===== config.mk =====
export PLATFORM = sky130hd
export DESIGN_NAME = fp_addsub_top
export DESIGN_NICKNAME = d
export VERILOG_FILES = /design/src/fp_pkg.sv /design/src/fp_stage_if.sv /design/src/fp_addsub_top.sv /design/src/fp_add_norm.sv /design/src/fp_align.sv /design/src/fp_special_case.sv
export VERILOG_INCLUDE_DIRS = /design/src /design/src/src
export SDC_FILE = /design/constraint.sdc
export NUM_CORES = 1
export LEC_CHECK = 0
export BUFFER_PORTS_ARGS = -buffer_cell sky130_fd_sc_hd__buf_4
export CAP_MARGIN = 20
export CORE_UTILIZATION = 55
export DETAILED_ROUTE_END_ITERATION = 10
export HOLD_SLACK_MARGIN = 0.1
export PLACE_DENSITY = 0.83
export SKIP_CTS_REPAIR_TIMING = 1
export SYNTH_ARGS = -nofsm -noshare
export SYNTH_HDL_FRONTEND = slang
export SYNTH_SLANG_ARGS = --single-unit

===== constraint.sdc =====
create_clock -name clk -period 14 [get_ports clk]
set_input_delay 1.4 -clock clk [delete_from_list [all_inputs] [get_ports clk]]
set_output_delay 1.4 -clock clk [all_outputs]
set_load 0.05 [all_outputs]

===== src/fp_macros.svh =====
`ifndef FP_MACROS_SVH
`define FP_MACROS_SVH
`default_nettype none

// binary32 field widths
`define FP_EXP_W 8
`define FP_MAN_W 23

// exponent bias and largest finite biased exponent
`define FP_EXP_BIAS 127
`define FP_EXP_MAX 254

// canonical quiet nan, every nan result uses this word
`define FP_QNAN 32'h7FFFFFFF

// hidden bit + fraction + guard, round and sticky
`define FP_SIG_W (`FP_MAN_W + 4)

`default_nettype wire
`endif

===== src/fp_pkg.sv =====
`default_nettype none

package fp_pkg;

    // operation select
    // op_sub flips the sign of operand b before the add
    typedef enum logic [0:0] {
        op_add = 1'b0,
        op_sub = 1'b1
    } fp_op_t;

    // operand class
    // cls_finite covers normal and subnormal values alike
    typedef enum logic [1:0] {
        cls_zero   = 2'd0,
        cls_finite = 2'd1,
        cls_inf    = 2'd2,
        cls_nan    = 2'd3
    } fp_class_t;

endpackage

`default_nettype wire


===== src/fp_stage_if.sv =====
`timescale 1ns/100ps
`include "fp_macros.svh"
`default_nettype none

interface fp_stage_if;

    logic                 valid;
    logic                 special;
    logic [31:0]          special_result;
    // fields of the larger-magnitude operand
    logic                 sign_big;
    logic [`FP_EXP_W-1:0] exp_big;
    logic [`FP_SIG_W-1:0] sig_big;
    // smaller operand already shifted to exp_big
    logic [`FP_SIG_W-1:0] sig_small;
    logic                 effective_sub;

    modport align_side (
        output valid, special, special_result, sign_big, exp_big,
               sig_big, sig_small, effective_sub
    );

    modport norm_side (
        input valid, special, special_result, sign_big, exp_big,
              sig_big, sig_small, effective_sub
    );

endinterface

`default_nettype wire


===== src/fp_addsub_top.sv =====
`timescale 1ns/100ps
`default_nettype none

module fp_addsub_top
    import fp_pkg::*;
(
    input  logic        clk,
    input  logic        rst_n,
    input  logic        in_valid,
    input  logic [31:0] operand_a,
    input  logic [31:0] operand_b,
    input  fp_op_t      operation,
    output logic        out_valid,
    output logic [31:0] result,
    output logic        overflow,
    output logic        underflow
);

    logic        special;
    logic [31:0] special_result;

    fp_stage_if stage_bus ();

    // nan, infinity and zero handling, no arithmetic needed
    fp_special_case u_special_case (
        .operand_a      (operand_a),
        .operand_b      (operand_b),
        .operation      (operation),
        .special        (special),
        .special_result (special_result)
    );

    // stage 1
    fp_align u_align (
        .clk            (clk),
        .rst_n          (rst_n),
        .in_valid       (in_valid),
        .operand_a      (operand_a),
        .operand_b      (operand_b),
        .operation      (operation),
        .special        (special),
        .special_result (special_result),
        .stage          (stage_bus)
    );

    // stage 2
    fp_add_norm u_add_norm (
        .clk       (clk),
        .rst_n     (rst_n),
        .stage     (stage_bus),
        .out_valid (out_valid),
        .result    (result),
        .overflow  (overflow),
        .underflow (underflow)
    );

    // fixed two-cycle latency through both stages
    assert property (@(posedge clk) disable iff (!rst_n)
        out_valid == $past(in_valid, 2))
        else $error("fp_addsub_top: out_valid does not follow in_valid by two cycles");

endmodule

`default_nettype wire


===== src/fp_add_norm.sv =====
`timescale 1ns/100ps
`include "fp_macros.svh"
`default_nettype none

module fp_add_norm (
    input  logic          clk,
    input  logic          rst_n,
    fp_stage_if.norm_side stage,
    output logic          out_valid,
    output logic [31:0]   result,
    output logic          overflow,
    output logic          underflow
);

    localparam int LZC_W = $clog2(`FP_SIG_W + 1);

    logic [`FP_SIG_W:0]   sum;
    logic [LZC_W-1:0]     lzc;
    logic                 lz_found;
    logic [`FP_EXP_W-1:0] shift_lim;
    logic [LZC_W-1:0]     shift_amt;
    logic [`FP_SIG_W-1:0] norm;
    logic [`FP_EXP_W:0]   exp_norm;
    logic [`FP_MAN_W-1:0] frac;
    logic [31:0]          result_c;
    logic                 overflow_c;
    logic                 underflow_c;

    assign sum = stage.effective_sub ?
                 ({1'b0, stage.sig_big} - {1'b0, stage.sig_small}) :
                 ({1'b0, stage.sig_big} + {1'b0, stage.sig_small});

    // leading zeros of the low FP_SIG_W bits
    always_comb begin
        lzc      = LZC_W'(`FP_SIG_W);
        lz_found = 1'b0;
        for (int i = `FP_SIG_W - 1; i >= 0; i--) begin
            if (!lz_found && sum[i]) begin
                lzc      = LZC_W'(`FP_SIG_W - 1 - i);
                lz_found = 1'b1;
            end
        end
    end

    // left shift may not take the exponent below 1
    assign shift_lim = stage.exp_big - `FP_EXP_W'(1);
    assign shift_amt = (`FP_EXP_W'(lzc) <= shift_lim) ? lzc : shift_lim[LZC_W-1:0];

    always_comb begin
        if (sum[`FP_SIG_W]) begin
            // carry out, keep the sticky while shifting right
            norm     = {sum[`FP_SIG_W:2], sum[1] | sum[0]};
            exp_norm = {1'b0, stage.exp_big} + 1'b1;
        end else begin
            norm     = sum[`FP_SIG_W-1:0] << shift_amt;
            exp_norm = {1'b0, stage.exp_big} - (`FP_EXP_W + 1)'(shift_amt);
        end
    end

    // truncation drops guard, round and sticky
    assign frac = norm[`FP_SIG_W-2 -: `FP_MAN_W];

    always_comb begin
        overflow_c  = 1'b0;
        underflow_c = 1'b0;
        if (stage.special) begin
            result_c = stage.special_result;
        end else if (norm == '0) begin
            // exact cancellation is +0
            result_c = 32'b0;
        end else if (exp_norm > (`FP_EXP_W + 1)'(`FP_EXP_MAX)) begin
            result_c   = {stage.sign_big, {`FP_EXP_W{1'b1}}, {`FP_MAN_W{1'b0}}};
            overflow_c = 1'b1;
        end else if (!norm[`FP_SIG_W-1]) begin
            // no hidden bit left, encode as subnormal
            result_c    = {stage.sign_big, {`FP_EXP_W{1'b0}}, frac};
            underflow_c = 1'b1;
        end else begin
            result_c = {stage.sign_big, exp_norm[`FP_EXP_W-1:0], frac};
        end
    end

    always_ff @(posedge clk or negedge rst_n) begin
        if (!rst_n) begin
            out_valid <= 1'b0;
            overflow  <= 1'b0;
            underflow <= 1'b0;
        end else begin
            out_valid <= stage.valid;
            overflow  <= stage.valid & overflow_c;
            underflow <= stage.valid & underflow_c;
        end
    end

    always_ff @(posedge clk) begin
        result <= result_c;
    end

    assert property (@(posedge clk) disable iff (!rst_n)
        !(overflow && underflow))
        else $error("fp_add_norm: overflow and underflow both set");

    // special results from stage 1 leave with clean flags
    assert property (@(posedge clk) disable iff (!rst_n)
        out_valid && $past(stage.special) |-> !overflow && !underflow)
        else $error("fp_add_norm: flag raised on a special-case result");

endmodule

`default_nettype wire


===== src/fp_align.sv =====
`timescale 1ns/100ps
`include "fp_macros.svh"
`default_nettype none

module fp_align
    import fp_pkg::*;
(
    input  logic           clk,
    input  logic           rst_n,
    input  logic           in_valid,
    input  logic [31:0]    operand_a,
    input  logic [31:0]    operand_b,
    input  fp_op_t         operation,
    input  logic           special,
    input  logic [31:0]    special_result,
    fp_stage_if.align_side stage
);

    localparam int SHIFT_W = $clog2(`FP_SIG_W);

    logic                 sign_a;
    logic                 sign_b;
    logic [`FP_EXP_W-1:0] exp_a;
    logic [`FP_EXP_W-1:0] exp_b;
    logic [`FP_MAN_W:0]   sig_a;
    logic [`FP_MAN_W:0]   sig_b;
    logic                 a_is_big;
    logic [`FP_EXP_W-1:0] exp_big_c;
    logic [`FP_EXP_W-1:0] exp_diff;
    logic [`FP_SIG_W-1:0] sig_big_c;
    logic [`FP_SIG_W-1:0] small_ext;
    logic [`FP_SIG_W-1:0] lost_mask;
    logic [`FP_SIG_W-1:0] small_shifted;

    assign sign_a = operand_a[31];
    assign sign_b = operand_b[31] ^ (operation == op_sub);

    // subnormals take exponent 1 and no hidden bit
    assign exp_a = (operand_a[`FP_MAN_W +: `FP_EXP_W] == '0) ?
                   `FP_EXP_W'(1) : operand_a[`FP_MAN_W +: `FP_EXP_W];
    assign exp_b = (operand_b[`FP_MAN_W +: `FP_EXP_W] == '0) ?
                   `FP_EXP_W'(1) : operand_b[`FP_MAN_W +: `FP_EXP_W];
    assign sig_a = {|operand_a[`FP_MAN_W +: `FP_EXP_W], operand_a[`FP_MAN_W-1:0]};
    assign sig_b = {|operand_b[`FP_MAN_W +: `FP_EXP_W], operand_b[`FP_MAN_W-1:0]};

    // raw exponent:fraction order is the magnitude order
    assign a_is_big  = operand_a[30:0] >= operand_b[30:0];
    assign exp_big_c = a_is_big ? exp_a : exp_b;
    assign exp_diff  = a_is_big ? (exp_a - exp_b) : (exp_b - exp_a);
    assign sig_big_c = a_is_big ? {sig_a, 3'b000} : {sig_b, 3'b000};
    assign small_ext = a_is_big ? {sig_b, 3'b000} : {sig_a, 3'b000};

    // right shift, bits falling off collapse into sticky
    always_comb begin
        lost_mask     = '0;
        small_shifted = '0;
        if (exp_diff > `FP_EXP_W'(`FP_SIG_W - 1)) begin
            small_shifted[0] = |small_ext;
        end else begin
            lost_mask     = ~({`FP_SIG_W{1'b1}} << exp_diff[SHIFT_W-1:0]);
            small_shifted = small_ext >> exp_diff[SHIFT_W-1:0];
            small_shifted[0] = small_shifted[0] | (|(small_ext & lost_mask));
        end
    end

    always_ff @(posedge clk or negedge rst_n) begin
        if (!rst_n) begin
            stage.valid <= 1'b0;
        end else begin
            stage.valid <= in_valid;
        end
    end

    always_ff @(posedge clk) begin
        stage.special        <= special;
        stage.special_result <= special_result;
        stage.sign_big       <= a_is_big ? sign_a : sign_b;
        stage.exp_big        <= exp_big_c;
        stage.sig_big        <= sig_big_c;
        stage.sig_small      <= small_shifted;
        stage.effective_sub  <= sign_a ^ sign_b;
    end

    // stage 2 subtracts without a borrow path, so ordering must hold
    assert property (@(posedge clk) disable iff (!rst_n)
        stage.valid |-> stage.sig_big >= stage.sig_small)
        else $error("fp_align: shifted small significand exceeds large one");

endmodule

`default_nettype wire


===== src/fp_special_case.sv =====
`timescale 1ns/100ps
`include "fp_macros.svh"
`default_nettype none

module fp_special_case
    import fp_pkg::*;
(
    input  logic [31:0] operand_a,
    input  logic [31:0] operand_b,
    input  fp_op_t      operation,
    output logic        special,
    output logic [31:0] special_result
);

    fp_class_t cls_a;
    fp_class_t cls_b;
    logic      sign_a;
    logic      sign_b;

    function automatic fp_class_t classify(input logic [31:0] word);
        logic [`FP_EXP_W-1:0] exp_f;
        logic [`FP_MAN_W-1:0] man_f;
        exp_f = word[`FP_MAN_W +: `FP_EXP_W];
        man_f = word[`FP_MAN_W-1:0];
        if (&exp_f) begin
            return (man_f != '0) ? cls_nan : cls_inf;
        end
        return (exp_f == '0 && man_f == '0) ? cls_zero : cls_finite;
    endfunction

    assign cls_a  = classify(operand_a);
    assign cls_b  = classify(operand_b);
    assign sign_a = operand_a[31];
    // effective sign of b after the operation is applied
    assign sign_b = operand_b[31] ^ (operation == op_sub);

    // priority follows nan, inf-inf, inf, zero+zero, single zero
    always_comb begin
        special        = 1'b1;
        special_result = `FP_QNAN;
        if (cls_a == cls_nan || cls_b == cls_nan) begin
            special_result = `FP_QNAN;
        end else if (cls_a == cls_inf && cls_b == cls_inf) begin
            special_result = (sign_a != sign_b) ? `FP_QNAN :
                             {sign_a, {`FP_EXP_W{1'b1}}, {`FP_MAN_W{1'b0}}};
        end else if (cls_a == cls_inf) begin
            special_result = {sign_a, {`FP_EXP_W{1'b1}}, {`FP_MAN_W{1'b0}}};
        end else if (cls_b == cls_inf) begin
            special_result = {sign_b, {`FP_EXP_W{1'b1}}, {`FP_MAN_W{1'b0}}};
        end else if (cls_a == cls_zero && cls_b == cls_zero) begin
            // -0 only when both effective signs are negative
            special_result = {sign_a & sign_b, 31'b0};
        end else if (cls_a == cls_zero) begin
            special_result = {sign_b, operand_b[30:0]};
        end else if (cls_b == cls_zero) begin
            special_result = operand_a;
        end else begin
            special        = 1'b0;
            special_result = 32'b0;
        end
    end

endmodule

`default_nettype wire


Yosys cells after proc, flatten, opt, wreduce, memory -nomap -nowiden
Cells that the tools add are included.

word-level totals
  bits of input ports = 68
  output and inout bits = 35
  logic and storage cells = 208
  register bits = 133

operators by class
  add/subtract/negate cells = 7
  eq/ne operators = 5
  shift operators = 3
  reductions and logical operators = 73
  multiplexer cells = 94
  $lt $le $gt $ge = 4
  bitwise gates (word level) = 9

operator list
  kind                   number
  $mux 32                9
  $mux 5                 28
  $mux 27                3
  $mux 31                2
  $reduce_or 27->1       2
  $logic_not 23->1       2
  $reduce_bool 23->1     2
  $mux 1                 42
  $mux 8                 4
  $ge 31x31->1           1
  $logic_and 1x1->1      30
  $add 27x27->28         1
  $mux 28                1
  $sub 27x27->28         1
  $and 27x27->27         1
  $logic_not 27->1       1
  $not 27->27            1
  $shl 27x5->27          1
  $shl 27x5->27 const A  1
  $shr 27x5->27          1
  $logic_not 1->1        26
  $logic_not 8->1        2
  $reduce_and 8->1       2
  $reduce_or 8->1        2
  other kinds (17)       29

Longest topological paths before layout
  depth in word-level cells = 90
  mapped depth = 51
  depth with buffers taken out = 45

By module
Synthesis repeated with hierarchy kept, for this count alone.

unflattened totals
  cells, all modules = 1815
  area, all modules = 13878.3 um^2

by module, submodules not included
  module           area each (um^2)  times used  cells an instance  sequential area each (um^2)
  fp_add_norm      7055.5            1           1008               715.7
  fp_align         6174.7            1           717                1906.8
  fp_special_case  648.1             1           90                 0.0

Least setup slack after synthesis
OpenSTA, ideal clock, no wires.

  kind = reg-to-reg
  from = register u_align.stage.sig_small[2] in the netlist's numbering
  to = register u_add_norm.result[11]
  setup time = 0.074 ns
  data required time = 13.926 ns
  period minus slack after synthesis = 9.680 ns
  slack = 4.320 ns
  path buffers = 5
  arrival time = 9.606 ns
  cell stages (with the launch flop) = 47
  path through = dfxtp_1 -> nor2_1 -> nor4b_1 -> nand2_1 -> nor4_1 -> a21oi_1 -> xnor2_1 -> ha_1 -> a21o_1 -> a221o_1 -> a31o_2 -> or4_1 -> and4_1 -> a21oi_1 -> nand2b_1 -> o41a_1 -> nand3_2 -> inv_2 -> (+11 left out) -> buf_2 -> buf_2 -> ha_1 -> and2_1 -> fa_1 -> a21oi_1 -> nor2_1 -> nor2_1 -> o21bai_1 -> a21oi_1 -> o21bai_1 -> a21oi_1 -> xnor2_1 -> a41o_1 -> or2_2 -> buf_1 -> clkbuf_1 -> o21ai_0

on the way
  word-level cells in the longest chain between the ends = 89
  elaborated cells between the ends (all ways) = 120
  classes of those cells = add/sub: 3; order compare: 2; shift: 1; mux: 61; reduce/logical: 53

RTL lines
  item                                                     RTL line                              RTL
  start, declared                                          fp_stage_if.sv:20                     sig_big, sig_small, effective_sub
  start signal, assigned                                   fp_align.sv:80                        stage.sig_small <= small_shifted;
  $add 27x27->28 / $sub 27x27->28 (equally long branches)  fp_add_norm.sv:31, fp_add_norm.sv:30
  $mux 28 (*)                                              fp_add_norm.sv:29                     assign sum = stage.effective_sub ?
  $mux 1                                                   fp_add_norm.sv:38                     if (!lz_found && sum[i]) begin
  $logic_not 1->1                                          fp_add_norm.sv:38
  $logic_and 1x1->1                                        fp_add_norm.sv:38
  $mux 1                                                   fp_add_norm.sv:38
  $logic_not 1->1                                          fp_add_norm.sv:38
  $logic_and 1x1->1                                        fp_add_norm.sv:38
  (+74 left out)                                           -
  $mux 5                                                   fp_add_norm.sv:47                     assign shift_amt = (`FP_EXP_W'(lzc) <= shift_lim) ? lzc : shift_lim[LZC_W-1:0];
  $sub 8x5->9 / $shl 27x5->27 (equally long branches)      fp_add_norm.sv:56, fp_add_norm.sv:55
  $mux 9 / $mux 27 (equally long branches)                 fp_add_norm.sv:50                     if (sum[`FP_SIG_W]) begin
  $gt 9x8->1 / $mux 31 (equally long branches)             fp_add_norm.sv:71, fp_add_norm.sv:74
  $mux 31                                                  fp_add_norm.sv:71                     end else if (exp_norm > (`FP_EXP_W + 1)'(`FP_EXP_MAX)) begin
  $mux 32 (*)                                              fp_add_norm.sv:68                     end else if (norm == '0) begin
  $mux 32 (*)                                              fp_add_norm.sv:66                     if (stage.special) begin
  net u_add_norm.result_c[11]                              fp_add_norm.sv:25                     logic [31:0] result_c;
  end signal, assigned                                     fp_add_norm.sv:96                     result <= result_c;
  end, declared                                            fp_add_norm.sv:10                     output logic [31:0] result,

Mark *: on every way through the listed nets, which the timed path passes. The rest lies on a longest branch.
A chain may end at the register's enable or synchronous reset.

Worst setup path after layout
  from = register u_align.stage.sig_small[2] in the netlist's numbering
  to = register u_add_norm.underflow

on the way
  word-level cells in the longest chain between the ends = 90
  elaborated cells between the ends (all ways) = 121
  classes of those cells = add/sub: 3; order compare: 2; shift: 1; mux: 61; bitwise: 1; reduce/logical: 53

RTL lines
  item                                                     RTL line                              RTL
  $add 27x27->28 / $sub 27x27->28 (equally long branches)  fp_add_norm.sv:31, fp_add_norm.sv:30
  $mux 28 (*)                                              fp_add_norm.sv:29
  $mux 1                                                   fp_add_norm.sv:38
  $logic_not 1->1                                          fp_add_norm.sv:38
  $logic_and 1x1->1                                        fp_add_norm.sv:38
  $mux 1                                                   fp_add_norm.sv:38
  $logic_not 1->1                                          fp_add_norm.sv:38
  $logic_and 1x1->1                                        fp_add_norm.sv:38
  (+74 left out)                                           -
  $mux 5                                                   fp_add_norm.sv:47
  $sub 8x5->9 / $shl 27x5->27 (equally long branches)      fp_add_norm.sv:56, fp_add_norm.sv:55
  $mux 9 / $mux 27 (equally long branches)                 fp_add_norm.sv:50
  $gt 9x8->1 / $mux 1 (equally long branches)              fp_add_norm.sv:71, fp_add_norm.sv:74
  $mux 1                                                   fp_add_norm.sv:71
  $mux 1 (*)                                               fp_add_norm.sv:68
  $mux 1 (*)                                               fp_add_norm.sv:66
  $and 1x1->1 (*)                                          fp_add_norm.sv:91                     underflow <= stage.valid & underflow_c;
  end signal, assigned                                     fp_add_norm.sv:91
  end, declared                                            fp_add_norm.sv:12                     output logic underflow

Every way passes the cells marked *; elsewhere a longest branch is shown, timed or not.

==> results.toml <==
[status]
status = "complete, no violations"

[worst_setup_path]
rr_worst_depth = 42
cp-startpoint = "u_align.stage.sig_small[2]$_SDFF_PP0_"
slowest_stage = "nor4b_1"
r2r_slack_ns = 2.63
endpoint_kind = "register"
crit_end = "u_add_norm.underflow$_DFF_PN0_"
arrival_ns = 11.71
setup.worst_path.start_class = "register"
path_max_fanout = 30
critPathKind = "register to register"
cp_slowest_stage_delay_ns = 0.67
required_ns = 14.34
cpMostUsedCell = "a21oi_1"
regToRegEndpoint = "u_add_norm.underflow$_DFF_PN0_"
r2r-start = "u_align.stage.sig_small[2]$_SDFF_PP0_"

[place]
place_area_um2 = 14600
place_inst = 2173
gp_congestion = 1.14
dpl.hpwl_mm = 42.7
dp_slack_ns = 2.90
io_buffers = 102

[layout]
stdcell_count = 2205
num_antenna_cells = 0
final_util = 0.624
drive_gt1_frac = 0.120
final_area_um2 = 15200
finish.net_count = 2027
syn_to_final_growth_pct = 11.0

[routing]
via_count = 15400
via_per_inst = 6.97
drtAntennaViolNets = 0
wire_per_inst_um = 25.0
initialDrtViolationCount = 2374
wirelength_mm = 55.2
drt-pass1-iter-count = 6
drc = 0

[synth]
seq_area_frac_synth = 0.192
syn-cell-area_um2 = 13700
synth_commonest_cells = "195 x nand2_1, 174 x nor2_1, 135 x mux2i_1"
avgSynthCellArea_um2 = 7.42
synth-edff-count = 0
syn_nets = 2002
synth_top_area_share = 0.185
syn_inst = 1843
netlist.top_cell.by_area = "dfxtp_1"
async_flop_share = 0.0308
synth_area_leaders = "dfxtp_1 18%, mux2i_1 9.9%, ha_1 8.1%"
ys_ff_latch = 130
synth.most_common_cell = "nand2_1"
yosysUniqueCellTypes = 96
yosys_most_used_dff = "dfxtp_1"
yosys_warnings = 0

[floorplan]
start_util = 0.562
die_y_um = 160
io_pins = 103
fp-row-count = 57
core_area_um2 = 24300
die_width_um = 160
dieArea_um2 = 25500

[global_route]
overflow = 0
grt_pass1_wl_mm = 85.1
grt.busiest_layer = "met2"
grtUsageMet1 = 0.550
use_met3 = 0.0745
met2_usage = 0.680
grt_use_total = 0.429
antenna_found_initial = 1
grt_pass1_vias = 14500
grt_max_degree = 62

[sta]
slew_viol_final = 0
worst_pin_slew_ns = 1.09
rsz0062_at_grt = "false"
setup_tns_ns = 0
whs_ns = 0.424
worst_clock_skew_ns = 0.0259
max_freq_ghz = 0.0880
finalSetupViolations = 0
hold_viol_final = 0
slew_headroom = 0.270
layout_min_cycle_time_ns = 11.37
timing.final.ws_setup_ns = 2.63
period_share = 0.812

[clocking]
clk-insertion-delay-late_ns = 0.44
cts_tree = "built"
htree_num_levels = 4
cts_made_buffers = 17
clk_pin_slew_ns = 0.07
clock_path_buffers = 2
cts_root_buf = "clkbuf_16"
clkSinkCount = 130

[power_and_ir_drop]
vdd_drop_max_mv = 0.142
p_per_area_nw_per_um2 = 240
p_leak_nw = 6.55
power_mw = 3.64

[min_path]
min-delay-start = "u_align.stage.valid$_DFF_PN0_"
min-delay-path-class = "register to register"

[flow_run]
drv_cap = 0
## how the worst min path moves through the flow
stage                                                 to  depth (start not counted)
after floorplan           u_add_norm.out_valid$_DFF_PN0_                          0
after global placement    u_add_norm.out_valid$_DFF_PN0_                          0
after detailed placement  u_add_norm.out_valid$_DFF_PN0_                          0
after CTS                 u_add_norm.out_valid$_DFF_PN0_                          0
after global routing      u_add_norm.out_valid$_DFF_PN0_                          0
final                     u_add_norm.out_valid$_DFF_PN0_                          0
## state kept, by name (all words and copies together) (netlist names)
register	count
u_add_norm.out_valid	1
u_add_norm.overflow	1
u_add_norm.result	32
u_add_norm.underflow	1
u_align.stage.effective_sub	1
u_align.stage.exp_big	8
u_align.stage.sig_big	24
u_align.stage.sig_small	27
u_align.stage.sign_big	1
u_align.stage.special	1
u_align.stage.special_result	32
u_align.stage.valid	1
## critical path, delay by kind of cell (launching register included)
family | cells | cell delay [ns]
simple gates | 16 | 4.16
compound gates | 17 | 4.06
fa+ha+maj | 4 | 1.50
buf+inv | 3 | 0.76
xor+xnor | 2 | 0.40
flops | 1 | 0.37
## report_power, final
group	switching (mW)	leakage [nW]	internal, mW
clock network	0.205	0.282	0.239
logic	1.80	5.18	0.908
registers	0.0422	1.09	0.449
total	2.04	6.55	1.60
## area by class of cell
cell class | count | area [um2]
multi-input combinational | 1509 | 10300
fill | 2162 | 9150
sequential | 130 | 2620
timing repair buffer | 128 | 957
clock buffer | 17 | 425
tap | 324 | 405
inverter | 82 | 308
clock inverter | 15 | 166
## per-layer routing
layer	wire length [um]	vias to the layer above
met4	3450	2
met5	14	-
met1	21900	7111
met3	5500	240
met2	24300	1105
li1	-	6913
## logic make-up after synthesis
| logic type | after synthesis | share of synthesized area |
|---|---|---|
| flip-flops | 130 | 0.192 |
| buffers and inverters | 204 | 0.0589 |
| AO/OA/AOI/OAI | 584 | 0.290 |
| multiplexers | 161 | 0.121 |
| AND/OR/NAND/NOR | 608 | 0.212 |
| adder cells (fa/ha/maj) | 91 | 0.0849 |
| XOR/XNOR | 65 | 0.0416 |
## placed cells by master, fill, tap and decap left out, types with 13 or more instances in the layout
cell	instances
ha_1	88
clkbuf_16	17
and2_1	22
a21oi_1	132
and3_1	16
nand4_1	32
a211oi_1	32
mux2i_1	134
o21a_1	15
nor4_1	22
mux2_2	24
buf_4	127
dfxtp_1	126
a31oi_1	26
xnor2_1	50
o21bai_1	13
a21o_1	22
a22oi_1	26
nand2_1	195
o211ai_1	31
nor2_1	173
nor3_1	43
nand3_1	29
inv_1	77
o21ai_0	131
(Power assumes the default switching activity.)
